$ cat config.mk
export PLATFORM = sky130hd
export DESIGN_NAME = channel_scanner_top
export DESIGN_NICKNAME = d
export VERILOG_FILES = /design/src/mux_pkg.sv /design/src/channel_scanner_top.sv /design/src/mux_tree.sv /design/src/mux_tree_node.sv /design/src/scan_sequencer.sv
export SDC_FILE = /design/constraint.sdc
export NUM_CORES = 1
export LEC_CHECK = 0
export CAP_MARGIN = 20
export CORE_MARGIN = 2
export CORE_UTILIZATION = 60
export DETAILED_ROUTE_END_ITERATION = 12
export DONT_BUFFER_PORTS = 1
export HOLD_SLACK_MARGIN = 0.12
export PLACE_DENSITY = 0.75
export SYNTH_ARGS = -nofsm -noshare
export SYNTH_HDL_FRONTEND = slang
export SYNTH_SLANG_ARGS = --single-unit
$ cat constraint.sdc
create_clock -name clk -period 2.8 [get_ports clk]
set_input_delay 0.14 -clock clk [delete_from_list [all_inputs] [get_ports clk]]
set_output_delay 0.14 -clock clk [all_outputs]
set_load 0.03 [all_outputs]
$ cat src/mux_pkg.sv
package mux_pkg;

   // Pad leaves so that every internal node has four children
   function automatic int pad_leaves(int n);
      if (n % 3 == 1) begin
         return n;
      end
      return (n % 3 == 0) ? n + 1 : n + 2;
   endfunction

   // Ceiling of log base 4
   function automatic int tree_height(int leaves);
      return ($clog2(leaves) + 1) / 2;
   endfunction

   function automatic int node_count(int leaves);
      return leaves + (leaves - 1) / 3;
   endfunction

   // Leaves entering the deepest level directly, the rest come in one level higher
   function automatic int long_path_leaves(int n);
      int leaves;
      int full;
      leaves = pad_leaves(n);
      full = node_count(leaves) - (4 ** tree_height(leaves) - 1) / 3;
      return (n < full) ? n : full;
   endfunction

   // Distance from the root of the node at reverse heap index r
   function automatic int tree_depth(int r);
      int depth;
      int covered;
      int span;
      depth = 0;
      covered = 1;
      span = 1;
      while (r >= covered) begin
         span = span * 4;
         covered = covered + span;
         depth = depth + 1;
      end
      return depth;
   endfunction

   localparam int NUM_CHANNELS     = 6;
   localparam int DATA_WIDTH       = 16;
   localparam int TREE_LEAVES      = pad_leaves(NUM_CHANNELS);
   localparam int TREE_HEIGHT      = tree_height(TREE_LEAVES);
   localparam int TAG_WIDTH        = 2 * TREE_HEIGHT;
   localparam int TREE_NODES       = node_count(TREE_LEAVES);
   localparam int LONG_PATH_LEAVES = long_path_leaves(NUM_CHANNELS);
   localparam int TREE_LATENCY     = TREE_HEIGHT;
   localparam int CHAN_WIDTH       = (NUM_CHANNELS > 1) ? $clog2(NUM_CHANNELS) : 1;

   typedef logic [DATA_WIDTH-1:0]   data_t;
   typedef logic [TAG_WIDTH-1:0]    tag_t;
   typedef logic [CHAN_WIDTH-1:0]   chan_t;
   typedef logic [NUM_CHANNELS-1:0] chan_mask_t;

   typedef enum logic [1:0] {
      IDLE,
      SCAN,
      FLUSH
   } scan_state_t;

endpackage

$ cat src/channel_scanner_top.sv
`timescale 1ns/100ps

module channel_scanner_top (
   input  logic                                                clk,
   input  logic                                                rst,
   input  logic                                                go,
   input  mux_pkg::chan_mask_t                                 enable_mask,
   input  logic [mux_pkg::NUM_CHANNELS*mux_pkg::DATA_WIDTH-1:0] channel_data,
   output mux_pkg::data_t                                      sample_data,
   output logic                                                sample_valid,
   output mux_pkg::chan_t                                      sample_channel,
   output logic                                                busy,
   output logic                                                done
);

   // Tree select from the sequencer
   mux_pkg::tag_t tag;

   scan_sequencer u_seq (
      .clk            (clk),
      .rst            (rst),
      .go             (go),
      .enable_mask    (enable_mask),
      .tag            (tag),
      .sample_valid   (sample_valid),
      .sample_channel (sample_channel),
      .busy           (busy),
      .done           (done)
   );

   // Channel 0 sits in the low bits of channel_data
   mux_tree #(
      .N     (mux_pkg::NUM_CHANNELS),
      .WIDTH (mux_pkg::DATA_WIDTH)
   ) u_tree (
      .clk    (clk),
      .rst    (rst),
      .sel    (tag),
      .ins    (channel_data),
      .result (sample_data)
   );

endmodule

$ cat src/mux_tree.sv
`timescale 1ns/100ps

module mux_tree #(
   parameter int  N      = 4,
   parameter int  WIDTH  = 32,
   localparam int PADDED = mux_pkg::pad_leaves(N),
   localparam int HEIGHT = mux_pkg::tree_height(PADDED),
   localparam int TAG_SZ = 2 * HEIGHT
) (
   input  logic              clk,
   input  logic              rst,
   input  logic [TAG_SZ-1:0] sel,
   input  logic [N*WIDTH-1:0] ins,
   output logic [WIDTH-1:0]  result
);

   localparam int NUM_NODES = mux_pkg::node_count(PADDED);
   localparam int INTERNAL  = (PADDED - 1) / 3;
   localparam int CUTOFF    = mux_pkg::long_path_leaves(N);

   // Heap order: leaves first, then internal nodes, root last
   wire [WIDTH-1:0] nodes [NUM_NODES];

   // sel_pipe[k] is the select delayed by k cycles
   logic [TAG_SZ-1:0] sel_pipe [HEIGHT];

   assign sel_pipe[0] = sel;

   for (genvar k = 1; k < HEIGHT; k++) begin : g_sel_pipe
      always_ff @(posedge clk) begin
         if (rst) begin
            sel_pipe[k] <= '0;
         end else begin
            sel_pipe[k] <= sel_pipe[k-1];
         end
      end
   end

   // Leaves entering the deepest level
   for (genvar i = 0; i < CUTOFF; i++) begin : g_long_leaf
      assign nodes[i] = ins[i*WIDTH +: WIDTH];
   end

   // Leaves entering one level up need a stage to line up with the rest
   for (genvar i = CUTOFF; i < N; i++) begin : g_short_leaf
      logic [WIDTH-1:0] leaf_q;

      always_ff @(posedge clk) begin
         if (rst) begin
            leaf_q <= '0;
         end else begin
            leaf_q <= ins[i*WIDTH +: WIDTH];
         end
      end

      assign nodes[i] = leaf_q;
   end

   // Zero pad up to one more than a multiple of three
   for (genvar i = N; i < PADDED; i++) begin : g_pad
      assign nodes[i] = '0;
   end

   for (genvar i = 0; i < INTERNAL; i++) begin : g_node
      // LEVEL 0 is the deepest level and uses tag bits 1:0
      localparam int DEPTH = mux_pkg::tree_depth(NUM_NODES - 1 - (PADDED + i));
      localparam int LEVEL = HEIGHT - 1 - DEPTH;

      mux_tree_node #(
         .WIDTH        (WIDTH),
         .ENABLE_DELAY (1'b1)
      ) u_node (
         .clk    (clk),
         .rst    (rst),
         .sel    (sel_pipe[LEVEL][2*LEVEL +: 2]),
         .a      (nodes[4*i]),
         .b      (nodes[4*i+1]),
         .c      (nodes[4*i+2]),
         .d      (nodes[4*i+3]),
         .result (nodes[PADDED+i])
      );
   end

   assign result = nodes[NUM_NODES-1];

endmodule

$ cat src/mux_tree_node.sv
`timescale 1ns/100ps

module mux_tree_node #(
   parameter int WIDTH        = 32,
   parameter bit ENABLE_DELAY = 1'b1
) (
   input  logic             clk,
   input  logic             rst,
   input  logic [1:0]       sel,
   input  logic [WIDTH-1:0] a,
   input  logic [WIDTH-1:0] b,
   input  logic [WIDTH-1:0] c,
   input  logic [WIDTH-1:0] d,
   output logic [WIDTH-1:0] result
);

   logic [WIDTH-1:0] choice;

   always_comb begin
      case (sel)
         2'd0:    choice = a;
         2'd1:    choice = b;
         2'd2:    choice = c;
         default: choice = d;
      endcase
   end

   if (ENABLE_DELAY) begin : g_reg
      // One pipeline stage per node
      always_ff @(posedge clk) begin
         if (rst) begin
            result <= '0;
         end else begin
            result <= choice;
         end
      end
   end else begin : g_comb
      // Combinational node, clk and rst go unused
      assign result = choice;
   end

endmodule

$ cat src/scan_sequencer.sv
`timescale 1ns/100ps

module scan_sequencer (
   input  logic                clk,
   input  logic                rst,
   input  logic                go,
   input  mux_pkg::chan_mask_t enable_mask,
   output mux_pkg::tag_t       tag,
   output logic                sample_valid,
   output mux_pkg::chan_t      sample_channel,
   output logic                busy,
   output logic                done
);

   localparam int LAT = mux_pkg::TREE_LATENCY;

   typedef logic [mux_pkg::NUM_CHANNELS-1:0][mux_pkg::TAG_WIDTH-1:0] tag_table_t;

   // Walk each leaf up to the root and collect the select at every level
   function automatic tag_table_t build_tag_table();
      tag_table_t tbl;
      int node;
      int parent;
      int level;
      tbl = '0;
      for (int ch = 0; ch < mux_pkg::NUM_CHANNELS; ch++) begin
         node = ch;
         while (node != mux_pkg::TREE_NODES - 1) begin
            parent = mux_pkg::TREE_LEAVES + node / 4;
            level = mux_pkg::TREE_HEIGHT - 1
                    - mux_pkg::tree_depth(mux_pkg::TREE_NODES - 1 - parent);
            tbl[ch][2*level +: 2] = 2'(node % 4);
            node = parent;
         end
      end
      return tbl;
   endfunction

   localparam tag_table_t TAG_TABLE = build_tag_table();

   mux_pkg::scan_state_t state;
   mux_pkg::chan_mask_t  pending;
   mux_pkg::chan_mask_t  pending_next;
   mux_pkg::chan_t       next_chan;
   logic                 tag_valid;
   mux_pkg::chan_t       tag_chan;
   logic [LAT-1:0]       valid_pipe;
   mux_pkg::chan_t       chan_pipe [LAT];
   logic                 in_flight;

   // Lowest channel still waiting in this scan
   always_comb begin
      next_chan = '0;
      for (int i = mux_pkg::NUM_CHANNELS - 1; i >= 0; i--) begin
         if (pending[i]) begin
            next_chan = mux_pkg::chan_t'(i);
         end
      end
      pending_next = pending;
      pending_next[next_chan] = 1'b0;
   end

   // The last stage drains on the same edge that returns to IDLE
   always_comb begin
      in_flight = tag_valid && (LAT > 1);
      for (int i = 0; i < LAT - 2; i++) begin
         in_flight = in_flight | valid_pipe[i];
      end
   end

   always_ff @(posedge clk) begin
      if (rst) begin
         state     <= mux_pkg::IDLE;
         pending   <= '0;
         tag       <= '0;
         tag_valid <= 1'b0;
         busy      <= 1'b0;
         done      <= 1'b0;
      end else begin
         done      <= 1'b0;
         tag_valid <= 1'b0;
         case (state)
            mux_pkg::IDLE: begin
               if (go) begin
                  if (enable_mask != '0) begin
                     pending <= enable_mask;
                     busy    <= 1'b1;
                     state   <= mux_pkg::SCAN;
                  end else begin
                     // Nothing enabled, finish at once
                     done <= 1'b1;
                  end
               end
            end
            mux_pkg::SCAN: begin
               tag       <= TAG_TABLE[next_chan];
               tag_valid <= 1'b1;
               pending   <= pending_next;
               if (pending_next == '0) begin
                  state <= mux_pkg::FLUSH;
               end
            end
            mux_pkg::FLUSH: begin
               if (!in_flight) begin
                  busy  <= 1'b0;
                  done  <= 1'b1;
                  state <= mux_pkg::IDLE;
               end
            end
            default: state <= mux_pkg::IDLE;
         endcase
      end
   end

   // Valid runs alongside the tree pipeline
   always_ff @(posedge clk) begin
      if (rst) begin
         valid_pipe <= '0;
      end else begin
         valid_pipe[0] <= tag_valid;
         for (int i = 1; i < LAT; i++) begin
            valid_pipe[i] <= valid_pipe[i-1];
         end
      end
   end

   // Channel numbers follow the same stages, qualified by valid
   always_ff @(posedge clk) begin
      tag_chan     <= next_chan;
      chan_pipe[0] <= tag_chan;
      for (int i = 1; i < LAT; i++) begin
         chan_pipe[i] <= chan_pipe[i-1];
      end
   end

   assign sample_valid   = valid_pipe[LAT-1];
   assign sample_channel = chan_pipe[LAT-1];

endmodule

## Yosys cells after proc, flatten, opt, wreduce, memory -nomap -nowiden

Memory sizes are Yosys's and may differ from the RTL's. A register that Yosys moved wholly into a read port is not among the register bits.
Index checks and enable logic that the tools add are counted.
Widths: inputs -> output; s select.

| storage, ports and cells | value |
|---|---|
| flip-flop bits (word level) | 84 |
| bits in writable memories | 6 |
| ROM bits | 32 |
| output and inout port bits | 22 |
| logic and storage cells | 66 |
| memories | 2 |

Memories:

| name | depth | width | read ports | clocked after memory_dff | write ports | RTL line | RTL |
|---|---|---|---|---|---|---|---|
| (name not given) | 8 | 4 | 1 | 1 | 0 | scan_sequencer.sv:96 | `tag <= TAG_TABLE[next_chan];` |
| u_seq.chan_pipe | 2 | 3 | 2 | 0 | 2 | scan_sequencer.sv:48 | `mux_pkg::chan_t chan_pipe [LAT];` |

| operators by class | value |
|---|---|
| magnitude comparators | 2 |
| eq/ne operators | 10 |
| mux-type cells | 27 |
| bitwise gates (word level) | 2 |
| reductions and logical operators | 11 |

Operator list:

| kind | count |
|---|---|
| $pmux 16 s3 | 2 |
| $mux 3 | 6 |
| $mux 6 | 2 |
| $pmux 6 s2 | 1 |
| $mux 1 | 8 |
| $mux 2 | 4 |
| $reduce_and 4->1 | 2 |
| $and 6x6->6 | 1 |
| $eq 2x1->1 const B | 3 |
| $eq 2x2->1 const B | 3 |
| $logic_not 2->1 | 3 |
| $logic_not 6->1 | 1 |
| $not 6->6 | 1 |
| $pmux 2 s3 | 1 |
| $reduce_bool 6->1 | 1 |
| $lt 3x4->1 const B | 1 |
| $ne 2x1->1 const B | 2 |
| $ne 2x2->1 const B | 2 |
| $pmux 1 s2 | 2 |
| $reduce_bool 2->1 | 2 |
| $demux 1 s3 | 1 |
| $ge 3x1->1 const B | 1 |
| $reduce_and 3->1 | 1 |
| $logic_and 1x1->1 | 1 |

## Logic depth before layout (Yosys ltp)

| logic depth | value |
|---|---|
| word-level depth | 15 |
| mapped depth | 6 |

## Cells and area by module

Synthesis repeated with hierarchy kept, for this count alone.

| unflattened totals | value |
|---|---|
| cells, all modules | 328 |
| area, all modules | 3617.2 um^2 |

Modules (own cells, without submodules):

| module | times used | cells each | area each (um^2) | sequential area each (um^2) |
|---|---|---|---|---|
| mux_tree_node | 2 | 74 | 827.0 | 320.3 |
| scan_sequencer | 1 | 108 | 1022.2 | 520.5 |
| mux_tree | 1 | 72 | 940.9 | 680.7 |

## Worst setup path before layout

OpenSTA, ideal clock, no wires.

| timing | value |
|---|---|
| path type | register to register |
| from | reg, netlist name u_seq.tag[0] |
| to | reg u_tree.g_node[0].u_node.result[0] |
| library setup time | 0.115 ns |
| arrival time | 1.421 ns |
| path slack | 1.264 ns |
| cell stages (with the launch flop) | 5 |
| path buffers | 2 |
| path through | dfxtp_1 > buf_4 > buf_2 > mux4_2 > and2_1 |

| on the way | value |
|---|---|
| cells in the longest elaborated chain, start to end | 2 |
| elaborated cells between the ends (all ways) | 4 |

Ends and longest elaborated chain:

| element | RTL line | RTL |
|---|---|---|
| $eq 2x2->1, or another cell as far along | mux_tree_node.sv:20 | `case (sel)` |
| $pmux 16 s3 (*) | mux_tree_node.sv:20 |  |
| end signal, assigned | mux_tree_node.sv:34 | `result <= choice;` |
| end, declared | mux_tree_node.sv:14 | `output logic [WIDTH-1:0] result` |

Every way passes the cells marked *; elsewhere a longest branch is shown, timed or not.
A chain may end at the register's enable or synchronous reset.

## Worst setup path after layout

| timing | value |
|---|---|
| from | reg, netlist name u_seq.tag[0] |
| to | reg u_tree.g_node[0].u_node.result[1] |

| on the way | value |
|---|---|
| cells in the longest elaborated chain, start to end | 2 |
| elaborated cells between the ends (all ways) | 4 |

Ends and longest elaborated chain:

| element | RTL line |
|---|---|
| $eq 2x2->1, or another cell as far along | mux_tree_node.sv:20 |
| $pmux 16 s3 (*) | mux_tree_node.sv:20 |

Marked as above.

==> metrics.txt <==
post-synth top area cell=dfxtp_1; total power=2680 uW; maximum clock path buffer count=2; Worst setup EP type=flip-flop; number of port buffers=0; area of the multi-input gates=1440 um2; CP Launch Type=flip-flop; die width=79.4 um; num rows=27; status=finished clean; die area=6300 um2; share of layout cells above drive strength 1=0.108; drt wl/cell=17.7 um; Hold Path Class=in -> reg; Yosys cell types=39; number of global-route vias before repair=2397; final worst slack=0.605 ns; Post-synth top flop=dfxtp_1; Final Max Slew Viols=0; Vias=2386; cell with the most instances after synthesis=dfxtp_1; Final Hold Viols=0; Required @ worst endpoint=3.04 ns; Total Routing Usage GR=0.250; setup_tns=0 ns; Final Setup Violations=0; # H-tree levels=3; syn_area_per_cell=10.9 um2; Syn Nets=419; Max-cap violations=0; Seq cells post-synth=92; CP max FO=13; CTS tree=done; Async SR Flop Fraction=0; mapped cell area=3410 um2; post-layout min period=2.20 ns; DPL Wire Length=4780 um; clock latency on the worst-skew pair=0.35 ns; Layout Area Growth over Synthesis=21.8%; Crit Path Category=reg -> reg; Core Footprint=5510 um2; number of synthesized flops with an enable pin=0; DR pass1 iterations=5; Lkg Pwr=0.00156 uW; Rel. slew slack=0.511; chip height=79.4 um; clock slew at reported path FFs=0.09 ns; 1st-iter DRT viols=154; RSZ-0062 raised after global routing=no; Initial Util=0.619; Yosys top cell area share=0.540; Synth warnings=0; VDD IR max=0.000397 V; # DRC=0; # diodes=0; CP arrival=2.44 ns; PD cells=645 nW/um2; Via-to-Cell Ratio=5.52; FILL cells=371; top cells by area, synth=dfxtp_1 (54%), mux4_2 (11%), nor2b_1 (9.2%), mux2i_1 (4.7%), nor2_1 (4.6%); Final Cycle Share=0.784; initial antenna violation count=0; number of nets still failing antenna checks after routing=0; Worst Skew=0.0117 ns; slew at the pin closest to its max-slew limit=0.733 ns; first-pass GRT wire length=11700 um; Sink Count=92; final-stage net count=461; Register Area=1840 um2; largest net degree at the start of global routing=81; Setup WS pre-CTS=1.18 ns; fmax=0.456 GHz; root buf cell=clkbuf_8; Post-CTS Resized=0; Commonest cells post-synth=dfxtp_1 (92), nor2b_1 (50), nor2_1 (42); WL final=7660 um; Ports=127; CTS buffer count=9; GPL Wtd Cong=0.870; Seq/Total Area, Yosys=0.540; grt ovf=0; final core utilization=0.754; worst hold margin=0.133 ns; cells after synthesis=314
[repair_timing]
item                                   in CTS  in global routing
hold buffers                               53                  0
endpoints found under the hold margin      83                  0
setup buffers                               0                  0
[path summary, 6_finish.rpt]
path                                  start                                           end  slack, ns  cells past startpoint
hold / removal              channel_data[9]  u_tree.g_node[0].u_node.result[9]$_SDFF_PP0_       0.13                      2
setup / recovery  u_seq.tag[0]$_SDFFE_PP0P_  u_tree.g_node[0].u_node.result[1]$_SDFF_PP0_       0.60                      4
setup reg to reg  u_seq.tag[0]$_SDFFE_PP0P_  u_tree.g_node[0].u_node.result[1]$_SDFF_PP0_       0.60                      4
hold reg to reg   u_seq.tag_chan[0]$_DFF_P_                 u_seq.chan_pipe[0][0]$_DFF_P_       0.33                      0
[layout by cell type (no fill, tap or decap), types with 3 or more instances in the layout]
cell type	n
mux2i_1	16
clkbuf_8	11
nand2b_1	3
a21oi_1	22
inv_1	4
dfxtp_1	92
a22oi_1	3
nand2_1	6
o21ai_0	3
nor2b_1	50
mux4_2	16
nor3_1	6
and2_1	4
dlygate4sd3_1	52
nor2_1	42
[critical path, cell delays in order (launching register included)]
cell and delay, ns:
dfxtp_1 0.49, buf_4 0.33, mux4_2 0.54, dlygate4sd3_1 0.57, and2_1 0.15
[logic make-up after synthesis]
group | Yosys count | synth area share
and+or+nand+nor | 118 | 0.182
DFF | 92 | 0.540
AOI/OAI and AO/OA | 43 | 0.0855
muxes | 32 | 0.153
buffers and inverters | 28 | 0.0370
adders and majority gates | 1 | 0.00293
[metrics by stage]
| step | instance area, um2 | instances |
|---|---|---|
| 2_1_floorplan | 3410 | 314 |
| 4_1_cts | 4150 | 432 |
| 5_1_grt | 4150 | 432 |
| 3_5_place_dp | 3400 | 364 |
| 3_3_place_gp | 3400 | 364 |
| 6_report | 4150 | 432 |
[power breakdown]
part           total [uW]  internal, uW  switching [uW]
clock                 882           455             427
sequential           1500          1400             101
combinational         291           167             124
total                2680          2020             653
[registers in the layout, summed over array words and instances, names as in the netlist]
name	flops
u_seq.busy	1
u_seq.chan_pipe	6
u_seq.done	1
u_seq.in_flight	1
u_seq.pending	6
u_seq.state	2
u_seq.tag	4
u_seq.tag_chan	3
u_seq.valid_pipe	2
u_tree.g_node.u_node.result	32
u_tree.g_short_leaf.leaf_q	32
u_tree.sel_pipe	2
[final cells by class]
type	count	area share
Clock inverter	4	0.0118
Multi-Input combinational cell	194	0.347
Timing Repair Buffer	55	0.136
Inverter	4	0.00362
Sequential cell	92	0.444
Clock buffer	11	0.0365
Tap cell	72	0.0217
[metal layers]
layer | GRT usage | wire length, um | vias to the layer above
li1 | - | - | 1147
met1 | 0.298 | 3000 | 1120
met2 | 0.424 | 3930 | 107
met3 | 0.0713 | 614 | 12
met4 | 0.105 | 119 | 0
met5 | 0 | 0 | -
(Power assumes the default switching activity.)
